[config.mk]
export PLATFORM = sky130hd
export DESIGN_NAME = caddr_io_top
export DESIGN_NICKNAME = d
export VERILOG_FILES = /design/src/caddr_io_pkg.sv /design/src/caddr_io_top.sv /design/src/spy_uart_tx.sv /design/src/io_regs.sv /design/src/spy_bridge.sv /design/src/ps2_kbd_rx.sv /design/src/spy_uart_rx.sv
export SDC_FILE = /design/constraint.sdc
export NUM_CORES = 1
export LEC_CHECK = 0
export BUFFER_PORTS_ARGS = -buffer_cell sky130_fd_sc_hd__buf_2
export CAP_MARGIN = 10
export CORE_UTILIZATION = 45
export DETAILED_ROUTE_END_ITERATION = 8
export PLACE_DENSITY = 0.61
export SYNTH_ARGS = -nofsm -noshare
export SYNTH_HDL_FRONTEND = slang
export SYNTH_HIERARCHICAL = 1
export SYNTH_SLANG_ARGS = --single-unit
[constraint.sdc]
create_clock -name clk50 -period 2.72 [get_ports clk50]
set_input_delay 0.816 -clock clk50 [delete_from_list [all_inputs] [get_ports clk50]]
set_output_delay 0.816 -clock clk50 [all_outputs]
set_load 0.01 [all_outputs]
[src/caddr_io_pkg.sv]
package caddr_io_pkg;

   // master to slave half of the wishbone bus
   typedef struct packed {
      logic        cyc;
      logic        stb;
      logic        we;
      logic [3:0]  adr;
      logic [15:0] dat;
   } wb_req_t;

   typedef struct packed {
      logic        ack;
      logic [15:0] dat;
   } wb_rsp_t;

   // serial byte strobe, used on both rx and tx side
   typedef struct packed {
      logic       valid;
      logic [7:0] data;
   } byte_evt_t;

   typedef struct packed {
      logic       valid;
      logic       err;   // bad frame, code is don't care
      logic [7:0] code;
   } kb_evt_t;

   localparam logic [3:0] REG_ID      = 4'd0;
   localparam logic [3:0] REG_LED     = 4'd1;
   localparam logic [3:0] REG_KB_STAT = 4'd2;
   localparam logic [3:0] REG_KB_DATA = 4'd3;
   localparam logic [3:0] REG_SCRATCH = 4'd4;

   localparam logic [15:0] ID_VALUE = 16'hCAD2;

   localparam int SPY_WR_BIT = 7;   // command byte, set means write

   localparam int KB_OVF_BIT  = 15;
   localparam int KB_PERR_BIT = 14;

endpackage
[src/caddr_io_top.sv]
`timescale 1ns/10ps

module caddr_io_top #(
   parameter int CLKS_PER_BIT  = 16,
   parameter int KB_FIFO_DEPTH = 4
) (
   input  logic       clk50,
   input  logic       rst_n,
   input  logic       usb_rxd,
   input  logic       ps2_clk,
   input  logic       ps2_data,
   output logic       usb_txd,
   output logic [3:0] led
);

   import caddr_io_pkg::*;

   byte_evt_t rx_byte;
   byte_evt_t tx_byte;
   wb_req_t   wb_req;
   wb_rsp_t   wb_rsp;
   kb_evt_t   kb_evt;
   logic      tx_busy;

   spy_uart_rx #(
      .CLKS_PER_BIT(CLKS_PER_BIT)
   ) u_uart_rx (
      .clk50   (clk50),
      .rst_n   (rst_n),
      .rxd     (usb_rxd),
      .rx_byte (rx_byte)
   );

   ps2_kbd_rx u_kbd_rx (
      .clk50    (clk50),
      .rst_n    (rst_n),
      .ps2_clk  (ps2_clk),
      .ps2_data (ps2_data),
      .kb_evt   (kb_evt)
   );

   spy_bridge u_bridge (
      .clk50   (clk50),
      .rst_n   (rst_n),
      .rx_byte (rx_byte),
      .wb_req  (wb_req),
      .wb_rsp  (wb_rsp),
      .tx_byte (tx_byte),
      .tx_busy (tx_busy)
   );

   io_regs #(
      .KB_FIFO_DEPTH(KB_FIFO_DEPTH)
   ) u_regs (
      .clk50  (clk50),
      .rst_n  (rst_n),
      .wb_req (wb_req),
      .wb_rsp (wb_rsp),
      .kb_evt (kb_evt),
      .led    (led)
   );

   spy_uart_tx #(
      .CLKS_PER_BIT(CLKS_PER_BIT)
   ) u_uart_tx (
      .clk50   (clk50),
      .rst_n   (rst_n),
      .tx_byte (tx_byte),
      .tx_busy (tx_busy),
      .txd     (usb_txd)
   );

endmodule

[src/spy_uart_tx.sv]
`timescale 1ns/10ps

module spy_uart_tx #(
   parameter int CLKS_PER_BIT = 16
) (
   input  logic                    clk50,
   input  logic                    rst_n,
   input  caddr_io_pkg::byte_evt_t tx_byte,
   output logic                    tx_busy,
   output logic                    txd
);

   localparam int CW = $clog2(CLKS_PER_BIT + 1);

   logic [CW-1:0] clk_cnt;
   logic [3:0]    bits_left;   // data bits plus stop still to go
   logic [8:0]    shift;       // stop bit sits in the msb
   logic          load;
   logic          bit_end;

   assign load    = tx_byte.valid && !tx_busy;
   assign bit_end = (clk_cnt == CW'(CLKS_PER_BIT - 1));

   always_ff @(posedge clk50)
   begin
      if (!rst_n)
      begin
         tx_busy   <= 1'b0;
         txd       <= 1'b1;
         clk_cnt   <= '0;
         bits_left <= '0;
      end
      else if (load)
      begin
         tx_busy   <= 1'b1;
         txd       <= 1'b0;   // start bit
         clk_cnt   <= '0;
         bits_left <= 4'd9;
      end
      else if (tx_busy)
      begin
         clk_cnt <= clk_cnt + 1'b1;
         if (bit_end)
         begin
            clk_cnt <= '0;
            if (bits_left == 4'd0)
               tx_busy <= 1'b0;   // stop bit done
            else
            begin
               txd       <= shift[0];
               bits_left <= bits_left - 1'b1;
            end
         end
      end
   end

   always_ff @(posedge clk50)
   begin
      if (load)
         shift <= {1'b1, tx_byte.data};
      else if (tx_busy && bit_end)
         shift <= {1'b1, shift[8:1]};
   end

endmodule

[src/io_regs.sv]
`timescale 1ns/10ps

module io_regs #(
   parameter int KB_FIFO_DEPTH = 4
) (
   input  logic                  clk50,
   input  logic                  rst_n,
   input  caddr_io_pkg::wb_req_t wb_req,
   output caddr_io_pkg::wb_rsp_t wb_rsp,
   input  caddr_io_pkg::kb_evt_t kb_evt,
   output logic [3:0]            led
);

   import caddr_io_pkg::*;

   localparam int PW = (KB_FIFO_DEPTH > 1) ? $clog2(KB_FIFO_DEPTH) : 1;

   logic          ack_q;
   logic [15:0]   rdata_q;
   logic [15:0]   rd_mux;
   logic [3:0]    led_q;
   logic [15:0]   scratch_q;
   logic [7:0]    fifo_mem [KB_FIFO_DEPTH];
   logic [PW-1:0] wr_ptr;
   logic [PW-1:0] rd_ptr;
   logic [3:0]    fill;
   logic          kb_ovf;
   logic          kb_perr;
   logic          access;
   logic          wr_acc;
   logic          rd_acc;
   logic          fifo_full;
   logic          push;
   logic          pop;
   logic          stat_rd;

   function automatic logic [PW-1:0] next_ptr(input logic [PW-1:0] ptr);
      if (ptr == PW'(KB_FIFO_DEPTH - 1))
         return '0;
      return ptr + 1'b1;
   endfunction

   assign access    = wb_req.cyc && wb_req.stb && !ack_q;   // once per bus cycle
   assign wr_acc    = access && wb_req.we;
   assign rd_acc    = access && !wb_req.we;
   assign fifo_full = (fill == 4'(KB_FIFO_DEPTH));
   assign push      = kb_evt.valid && !kb_evt.err && !fifo_full;
   assign pop       = rd_acc && (wb_req.adr == REG_KB_DATA) && (fill != 4'd0);
   assign stat_rd   = rd_acc && (wb_req.adr == REG_KB_STAT);

   always_comb
   begin
      rd_mux = '0;
      case (wb_req.adr)
         REG_ID:      rd_mux = ID_VALUE;
         REG_LED:     rd_mux = {12'd0, led_q};
         REG_KB_STAT:
         begin
            rd_mux[KB_OVF_BIT]  = kb_ovf;
            rd_mux[KB_PERR_BIT] = kb_perr;
            rd_mux[3:0]         = fill;
         end
         REG_KB_DATA:
            if (fill != 4'd0)
               rd_mux = {8'd0, fifo_mem[rd_ptr]};
         REG_SCRATCH: rd_mux = scratch_q;
         default:     rd_mux = '0;   // unmapped
      endcase
   end

   always_ff @(posedge clk50)
   begin
      if (!rst_n)
      begin
         ack_q   <= 1'b0;
         led_q   <= '0;
         wr_ptr  <= '0;
         rd_ptr  <= '0;
         fill    <= '0;
         kb_ovf  <= 1'b0;
         kb_perr <= 1'b0;
      end
      else
      begin
         ack_q <= access;
         if (wr_acc && wb_req.adr == REG_LED)
            led_q <= wb_req.dat[3:0];
         if (push)
            wr_ptr <= next_ptr(wr_ptr);
         if (pop)
            rd_ptr <= next_ptr(rd_ptr);
         fill <= fill + {3'd0, push} - {3'd0, pop};
         // sticky bits, a new event wins over the clearing read
         kb_ovf  <= (kb_ovf && !stat_rd) || (kb_evt.valid && !kb_evt.err && fifo_full);
         kb_perr <= (kb_perr && !stat_rd) || (kb_evt.valid && kb_evt.err);
      end
   end

   always_ff @(posedge clk50)
   begin
      if (access)
         rdata_q <= rd_mux;
      if (wr_acc && wb_req.adr == REG_SCRATCH)
         scratch_q <= wb_req.dat;
      if (push)
         fifo_mem[wr_ptr] <= kb_evt.code;
   end

   assign wb_rsp = '{ack: ack_q, dat: rdata_q};
   assign led    = led_q;

endmodule

[src/spy_bridge.sv]
`timescale 1ns/10ps

module spy_bridge (
   input  logic                    clk50,
   input  logic                    rst_n,
   input  caddr_io_pkg::byte_evt_t rx_byte,
   output caddr_io_pkg::wb_req_t   wb_req,
   input  caddr_io_pkg::wb_rsp_t   wb_rsp,
   output caddr_io_pkg::byte_evt_t tx_byte,
   input  logic                    tx_busy
);

   import caddr_io_pkg::*;

   typedef enum logic [2:0] {
      BR_CMD,
      BR_DAT_HI,
      BR_DAT_LO,
      BR_BUS,
      BR_TX_HI,
      BR_TX_GAP,
      BR_TX_LO
   } br_state_t;

   br_state_t   state;
   logic [3:0]  cmd_adr;
   logic [7:0]  dat_hi;
   logic [15:0] rd_data;

   // rx bytes are only taken in the first three states, all others drop them
   always_ff @(posedge clk50)
   begin
      if (!rst_n)
      begin
         state   <= BR_CMD;
         wb_req  <= '0;
         tx_byte <= '0;
      end
      else
      begin
         tx_byte.valid <= 1'b0;
         case (state)
            BR_CMD:
               if (rx_byte.valid)
               begin
                  if (rx_byte.data[SPY_WR_BIT])
                     state <= BR_DAT_HI;
                  else
                  begin
                     wb_req <= '{cyc: 1'b1, stb: 1'b1, we: 1'b0,
                                 adr: rx_byte.data[3:0], dat: 16'd0};
                     state  <= BR_BUS;
                  end
               end
            BR_DAT_HI:
               if (rx_byte.valid)
                  state <= BR_DAT_LO;
            BR_DAT_LO:
               if (rx_byte.valid)
               begin
                  wb_req <= '{cyc: 1'b1, stb: 1'b1, we: 1'b1,
                              adr: cmd_adr, dat: {dat_hi, rx_byte.data}};
                  state  <= BR_BUS;
               end
            BR_BUS:
               if (wb_rsp.ack)
               begin
                  wb_req.cyc <= 1'b0;
                  wb_req.stb <= 1'b0;
                  if (wb_req.we)
                     state <= BR_CMD;   // writes get no reply
                  else if (!tx_busy)
                  begin
                     tx_byte <= '{valid: 1'b1, data: wb_rsp.dat[15:8]};
                     state   <= BR_TX_GAP;
                  end
                  else
                     state <= BR_TX_HI;
               end
            BR_TX_HI:
               if (!tx_busy)
               begin
                  tx_byte <= '{valid: 1'b1, data: rd_data[15:8]};
                  state   <= BR_TX_GAP;
               end
            BR_TX_GAP:
               state <= BR_TX_LO;   // tx_busy shows up one cycle after the strobe
            BR_TX_LO:
               if (!tx_busy)
               begin
                  tx_byte <= '{valid: 1'b1, data: rd_data[7:0]};
                  state   <= BR_CMD;
               end
            default: state <= BR_CMD;
         endcase
      end
   end

   always_ff @(posedge clk50)
   begin
      if (state == BR_CMD && rx_byte.valid)
         cmd_adr <= rx_byte.data[3:0];   // bits 6:4 ignored
      if (state == BR_DAT_HI && rx_byte.valid)
         dat_hi <= rx_byte.data;
      if (state == BR_BUS && wb_rsp.ack)
         rd_data <= wb_rsp.dat;
   end

endmodule

[src/ps2_kbd_rx.sv]
`timescale 1ns/10ps

module ps2_kbd_rx (
   input  logic                  clk50,
   input  logic                  rst_n,
   input  logic                  ps2_clk,
   input  logic                  ps2_data,
   output caddr_io_pkg::kb_evt_t kb_evt
);

   logic [1:0]  clk_sync;
   logic [1:0]  dat_sync;
   logic        clk_prev;   // edge register
   logic        clk_fall;
   logic [3:0]  bit_cnt;
   logic [9:0]  shift;      // start, data and parity bits
   logic [10:0] frame;
   logic        frame_ok;
   logic        last_bit;

   assign clk_fall = clk_prev && !clk_sync[1];
   assign last_bit = (bit_cnt == 4'd10);

   // frame as it stands once the stop bit is in
   assign frame = {dat_sync[1], shift};

   // start low, odd parity over data and parity bit, stop high
   assign frame_ok = !frame[0] && (^frame[9:1]) && frame[10];

   always_ff @(posedge clk50)
   begin
      if (!rst_n)
      begin
         clk_sync <= 2'b11;
         dat_sync <= 2'b11;
         clk_prev <= 1'b1;
         bit_cnt  <= '0;
         kb_evt   <= '0;
      end
      else
      begin
         clk_sync     <= {clk_sync[0], ps2_clk};
         dat_sync     <= {dat_sync[0], ps2_data};
         clk_prev     <= clk_sync[1];
         kb_evt.valid <= 1'b0;
         if (clk_fall)
         begin
            if (last_bit)
            begin
               bit_cnt <= '0;
               kb_evt  <= '{valid: 1'b1, err: !frame_ok, code: frame[8:1]};
            end
            else
               bit_cnt <= bit_cnt + 1'b1;
         end
      end
   end

   always_ff @(posedge clk50)
   begin
      if (clk_fall && !last_bit)
         shift <= {dat_sync[1], shift[9:1]};
   end

endmodule

[src/spy_uart_rx.sv]
`timescale 1ns/10ps

module spy_uart_rx #(
   parameter int CLKS_PER_BIT = 16
) (
   input  logic                    clk50,
   input  logic                    rst_n,
   input  logic                    rxd,
   output caddr_io_pkg::byte_evt_t rx_byte
);

   localparam int CW = $clog2(CLKS_PER_BIT + 1);

   typedef enum logic [1:0] {RX_IDLE, RX_START, RX_DATA, RX_STOP} rx_state_t;

   rx_state_t     state;
   logic [1:0]    rxd_sync;
   logic [CW-1:0] clk_cnt;
   logic [2:0]    bit_idx;
   logic [7:0]    shift;
   logic          bit_end;

   assign bit_end = (clk_cnt == CW'(CLKS_PER_BIT - 1));

   always_ff @(posedge clk50)
   begin
      if (!rst_n)
      begin
         rxd_sync <= 2'b11;   // line idles high
         state    <= RX_IDLE;
         clk_cnt  <= '0;
         bit_idx  <= '0;
         rx_byte  <= '0;
      end
      else
      begin
         rxd_sync      <= {rxd_sync[0], rxd};
         rx_byte.valid <= 1'b0;
         clk_cnt       <= clk_cnt + 1'b1;
         case (state)
            RX_IDLE:
            begin
               clk_cnt <= '0;
               if (!rxd_sync[1])
                  state <= RX_START;
            end
            RX_START:
               if (clk_cnt == CW'(CLKS_PER_BIT / 2 - 1))
               begin
                  clk_cnt <= '0;
                  bit_idx <= '0;
                  // still low at mid start bit, else it was a glitch
                  state   <= rxd_sync[1] ? RX_IDLE : RX_DATA;
               end
            RX_DATA:
               if (bit_end)
               begin
                  clk_cnt <= '0;
                  bit_idx <= bit_idx + 1'b1;
                  if (bit_idx == 3'd7)
                     state <= RX_STOP;
               end
            RX_STOP:
               if (bit_end)
               begin
                  state <= RX_IDLE;
                  if (rxd_sync[1])   // framing error drops the byte
                     rx_byte <= '{valid: 1'b1, data: shift};
               end
            default: state <= RX_IDLE;
         endcase
      end
   end

   always_ff @(posedge clk50)
   begin
      if (state == RX_DATA && bit_end)
         shift <= {rxd_sync[1], shift[7:1]};   // lsb first
   end

endmodule

==> reports/metrics.yaml, run 1 <==
clockBufferDepth: 3
yosysTopAreaCellShare: 0.391
core_sq_um: 19600
diodes: 0
report.final.slew_viol_count: 0
synthTopCellsByArea: "edfxtp_1 (39%), dfxtp_1 (23%), nand2_1 (4.0%)"
hold_buffers: 0
syn_nets: 767
start_util: 0.463
setup_tns_ps: 0
switching_share: 0.196
design.portCount: 10
die-width_um: 144
max-cap-violations: 0
synth_area_sq_um: 9070
io_buffer_count: 9
cp_max_fo: 7
gp_congestion: 0.801
synth-edff-count: 118
chipHeight_um: 144
seqPwrFrac: 0.507
crit_start: "u_regs/fill[3]"
cts_buffers: 24
timing.fmax_mhz: 398
slew_headroom: 0.207
vias: 5563
path_class: "flip-flop to flip-flop"
ant_nets: 0
num_rows: 51
fin_crit_sh: 0.923
fp.dieArea_sq_um: 20700
arrival_ps: 2900
routedWlPerCell_um: 16.5
peakVddDrop_mv: 0.542
clk_pin_slew_worst_paths_ps: 60
grt_pass1_vias: 5598
wl_um: 17100
synth.distinct_cells: 76
drt-initial-drc-count: 273
cts_sinks: 220
ys_seq_area_frac: 0.616
combPwrFrac: 0.010
synthArstFlopShare: 0
grt_max_degree: 27
power_density_nw_per_um2: 677
fin_crit_ps: 2510
grt_first_pass_wirelength_um: 28100
finClkSkew_ps: 17.6
grt_overflow_total: 0
hold_start: "u_regs/rdata_q[7]"
syn_area_per_cell_sq_um: 12.2
clk_latency_ps: 520
cts_repair_resize_count: 0
synthCells: 743
dp_hpwl_um: 12000
status: "finished, final reports clean"
yosysWarnings: 6
ys.flop_type: "edfxtp_1"
cp.required_ps: 3110
hold_violations: 0
first_pass_iters: 5
syn2layout_area_growth_pct: 12.1
antenna_found_initial: 0
ff2ff_path_depth: 10
nNetsFinal: 778
vias_per_cell: 5.36
rsz0062_at_grt: "no"
holdPathStages: 0
synth_commonest_cells: "edfxtp_1 (118), dfxtp_1 (102), nand2_1 (97)"
post-synth-top-count-cell: "edfxtp_1"
htree_levels: 1
clockPowerShare: 0.483
ys_seq_elements: 220
cts_tree: "done"
max_slew.worst_pin.slew_ps: 1180
cts-root-buf: "clkbuf_16"
min_path_type: "flip-flop to flip-flop"
fillers: 1707
cellLeakagePower_uw: 0.00347
start_kind: "flip-flop"
p_total_uw: 6880
drive_above_1_share: 0.123
seqCellArea_sq_um: 5590
post_cts_buffers: 0
multi_input_area_sq_um: 3130
grt_use_total: 0.174
cp-end-kind: "flip-flop"
rr_startpoint: "u_regs/fill[3]"
p_int_uw: 5530
switching_power_uw: 1350
synth_area_leader_cell: "edfxtp_1"
finalSetupViolCount: 0
drc_errors: 0
-- power groups by stage --
| stage | combinational (uW) | clock (uW) | sequential (uW) |
|---|---|---|---|
| floorplan | 48.8 | 0 | 3550 |
| global placement | 65.7 | 0 | 3560 |
| detailed placement | 68.4 | 0 | 3560 |
| CTS | 68.8 | 3400 | 3490 |
| global route | 74.2 | 3530 | 3490 |
| finish | 67.1 | 3330 | 3490 |
-- final timing paths --
kind,to,slack (ps)
max,u_regs/fill[2],210
min,u_bridge/rd_data[7],410
max reg2reg,u_regs/fill[2],210
min reg2reg,u_bridge/rd_data[7],410
-- metrics by stage --
stage                     cell area [sq um]   util  hold WS (ps)  setup slack (ps)  cells
after CTS                             10200  0.519           414               218   1037
after global routing                  10200  0.519           427              69.9   1037
final                                 10200  0.519           412               209   1037
after detailed placement               9340  0.477           401               246    993
after floorplan                        9070      -           386               520    743
after global placement                 9340  0.477           396               398    993
-- worst max-delay path, stage by stage, from the launching register on --
cell     delay [ps]
dfxtp_1         310
inv_1            90
ha_1            150
nor3b_1         530
nor2_1          240
xor2_1          210
ha_1            190
inv_1            60
fa_1            370
xor2_1          200
nor2_1           50
-- cell families after synthesis --
logic type | synth area share
compound gates | 0.115
flops | 0.616
buf+inv | 0.0400
simple gates | 0.146
xor+xnor | 0.0141
fa+ha+maj | 0.0270
mux | 0.0426
-- metal layers --
layer | vias up | GRT usage | wire, um
met4 | 0 | 0.0454 | 284
met5 | - | 0 | 0
met2 | 69 | 0.295 | 8320
met3 | 25 | 0.0293 | 576
li1 | 2728 | - | -
met1 | 2741 | 0.230 | 7950
-- flip-flops by register name, indices dropped and copies added, names as in the netlist, 3 cells and up, named ones only --
name                 count
u_kbd_rx/shift          10
u_bridge/wb_req         22
u_uart_tx/bits_left      4
u_uart_rx/shift          8
u_regs/scratch_q        16
u_bridge/state           3
u_kbd_rx/bit_cnt         4
u_uart_rx/bit_idx        3
u_bridge/dat_hi          8
u_bridge/cmd_adr         4
u_regs/led               4
u_regs/fill              4
u_bridge/tx_byte         9
u_regs/fifo_mem         32
u_uart_rx/clk_cnt        5
u_uart_rx/rx_byte        9
u_uart_tx/shift          8
u_bridge/rd_data        16
u_kbd_rx/kb_evt         10
u_regs/rdata_q          16
u_uart_tx/clk_cnt        5
-- cells in the final DEF, fill, tap and decap left out, drive strengths merged, types with 6 or more instances in the layout --
cell	instances
nor3	12
clkbuf	25
mux2	8
and2	9
mux2i	9
nor2b	13
nor2	18
dfxtp	102
inv	33
edfxtp	118
nand2b	23
a21oi	41
ha	18
o21ai	29
and3	6
nor3b	11
a32oi	9
buf	25
a21boi	22
xnor2	7
nand4	6
o211ai	11
nand2	97
o22ai	6
nand3	8
a31oi	7
clkinv	11
mux4	8
-- layout make-up --
| type | instances | share of cell area |
|---|---|---|
| well taps | 265 | 0.0326 |
| flip-flops and latches | 220 | 0.550 |
| multi-input cells | 449 | 0.308 |
| inverters | 34 | 0.0126 |
| repair buffers | 25 | 0.0163 |
| clock inverters | 19 | 0.0209 |
| clock buffers | 25 | 0.0604 |
No activity file was read; power rests on OpenSTA's default activity.
==> inputs of run 2 (changes only) <==
--- a/config.mk
+++ b/config.mk
@@ -9,6 +9,7 @@
 export CAP_MARGIN = 10
 export CORE_UTILIZATION = 45
 export DETAILED_ROUTE_END_ITERATION = 8
+export GPL_TIMING_DRIVEN = 0
 export PLACE_DENSITY = 0.61
 export SYNTH_ARGS = -nofsm -noshare
 export SYNTH_HDL_FRONTEND = slang
==> reports/metrics.yaml, run 2 (same netlist as run 1, synthesis figures left out) <==
status: "finished, final reports clean"
start_util: 0.463  # unchanged
fp.dieArea_sq_um: 20700  # unchanged
chipHeight_um: 144  # unchanged
gp_congestion: 0.825  # +2.9%
grt_first_pass_wirelength_um: 28400  # +1.2%
fin_crit_ps: 2500  # -8.66 ps
min_path_type: "flip-flop to flip-flop"
cp-end-kind: "flip-flop"
die-width_um: 144  # unchanged
drive_above_1_share: 0.131  # +0.00836
rsz0062_at_grt: "no"
htree_levels: 1  # unchanged
drc_errors: 0  # unchanged
cts_buffers: 24  # unchanged
globalRouteMet2Util: 0.298  # +0.00229
nNetsFinal: 805  # +3.5%
use_met1: 0.233  # +0.00262
power_density_nw_per_um2: 663  # -2.1%
busiest_layer: "met2"
combPwrFrac: 0.010  # about the same
largest_reg_flops: 32  # unchanged
dpl_cell_area_sq_um: 9450  # +1.2%
rr_endpoint: "u_regs/fill[2]"
timing.fmax_mhz: 400  # +0.35%
finClkSkew_ps: 8.53  # -9.12 ps
vias_per_cell: 5.32  # -0.82%
final_area_sq_um: 10300  # +1.1%
routedWlPerCell_um: 16.5  # -0.24%
clockPowerShare: 0.478  # -0.005
ant_nets: 0  # unchanged
drt-initial-drc-count: 340  # +25%
final_cell_mix: "edfxtp_1 (118), dfxtp_1 (102), nand2_1 (97)"
ff2ff_setup_slack_ps: 220  # about the same
io_buffer_count: 9  # unchanged
antenna_found_initial: 0  # unchanged
grt_use_total: 0.177  # +0.00315
switching_power_uw: 1310  # -3.0%
syn2layout_area_growth_pct: 13.3
setup_tns_ps: 0  # unchanged
report.final.slew_viol_count: 0  # unchanged
cp_max_fo: 6  # -1
max_slew.worst_pin.slew_ps: 1090  # -90.4 ps
ff2ff_path_depth: 10  # unchanged
arrival_ps: 2890  # about the same
grt_max_degree: 25  # -7.4%
cellLeakagePower_uw: 0.00357  # +3.0%
grt_pass1_vias: 5646  # +0.86%
cts-root-buf: "clkbuf_16"
p_int_uw: 5500  # -0.54%
clk_pin_slew_worst_paths_ps: 60  # about the same
vias: 5661  # +1.8%
dp_hpwl_um: 12400  # +2.8%
grt_overflow_total: 0  # unchanged
diodes: 0  # unchanged
slew_headroom: 0.268  # +0.0609
seqPwrFrac: 0.512  # +0.005
max-cap-violations: 0  # unchanged
min_to: "u_uart_rx/rxd_sync[1]"
clockBufferDepth: 3  # unchanged
cts_tree: "done"
core_sq_um: 19600  # unchanged
hold_start: "u_uart_rx/rxd_sync[0]"
finalSetupViolCount: 0  # unchanged
cts_sinks: 220  # unchanged
peakVddDrop_mv: 0.430  # -21%
cp.required_ps: 3110  # about the same
fin_crit_sh: 0.920  # -0.00318
reg.largest.list: "u_regs/fifo_mem: 32 flops, u_bridge/wb_req: 22 flops"
switching_share: 0.192  # -0.00387
start_kind: "flip-flop"
wl_um: 17500  # +2.4%
first_pass_iters: 6  # +1
path_class: "flip-flop to flip-flop"
holdPathStages: 1  # +1
final_common_cell: "edfxtp_1"
clk_latency_ps: 510  # about the same
rr_startpoint: "u_bridge/wb_req[22]"
top_register: "u_regs/fifo_mem"
num_rows: 51  # unchanged
hold_violations: 0  # unchanged
design.portCount: 10  # unchanged
grtUsageMet3: 0.0280  # -0.00133
fillers: 1710  # +0.18%
-- run 2: cell types whose count changed in the layout (fill, tap and decap cells not counted), sizes merged --
cell,change
inv,+1
bufinv,-1
clkbuf,+19
buf,+15
clkinv,-3
clkinvlp,-4
-- run 2: timing repair --
action / 4_1_cts / 5_1_grt
setup buffers: 0 / 0
resized for setup: 0 / 1
hold buffers: 0 / 0
setup endpoints to repair: 0 / 1
-- run 2: layer usage --
layer | routed length (um) | part of all wire | vias up
li1 | - | - | 2800
met5 | 0 | 0 | -
met1 | 8200 | 0.47 | 2749
met4 | 296 | 0.017 | 0
met2 | 8370 | 0.48 | 95
met3 | 664 | 0.038 | 17
-- run 2: area by class of cell --
cell class	count	area, sq um	area share
Clock inverter	12	139	0.0135
Inverter	34	128	0.0124
Tap cell	265	332	0.0323
Multi-Input combinational cell	449	3130	0.304
Timing Repair Buffer	12	71.3	0.00694
Buffer	40	235	0.0229
Sequential cell	220	5590	0.543
Clock buffer	32	662	0.0644
-- run 2: worst max-delay path by stage --
stage | from | end | slack [ps] | cells past startpoint
after detailed placement | u_bridge/wb_req[16] | u_regs/scratch_q[2] | 120 | 4
after floorplan | u_regs/fill[2] | u_regs/fill[2] | 520 | 11
final | u_bridge/wb_req[22] | u_regs/fill[2] | 220 | 10
after CTS | u_bridge/wb_req[16] | u_regs/scratch_q[2] | 110 | 4
after global routing | u_bridge/wb_req[22] | u_regs/fill[2] | 50 | 10
after global placement | u_bridge/wb_req[16] | u_regs/scratch_q[4] | 220 | 4
-- run 2: metrics by stage --
step	worst slack, ps	hold WS [ps]	instances	power, uW	util
6_report	218	405	1064	6810	0.525
3_5_place_dp	124	393	1017	3620	0.482
2_1_floorplan	520	386	743	3600	-
5_1_grt	51.6	417	1064	7020	0.525
3_3_place_gp	215	397	1017	3620	0.482
4_1_cts	110	406	1061	6890	0.523
-- run 2: power groups by stage --
| stage | logic [uW] | clock network [uW] | registers [uW] |
|---|---|---|---|
| floorplan | 48.8 | 0 | 3550 |
| global placement | 67.6 | 0 | 3550 |
| detailed placement | 69.3 | 0 | 3550 |
| CTS | 69.4 | 3340 | 3480 |
| global route | 76.2 | 3460 | 3480 |
| finish | 69.5 | 3260 | 3480 |
-- run 2: worst max-delay path, stage by stage, from the launching register on --
cell and delay [ps]:
dfxtp_1 420, buf_4 160, nand4bb_1 210, and4b_1 320, buf_2 210, xor2_1 190
ha_1 210, inv_1 60, fa_1 380, xor2_1 160, nor2_1 50
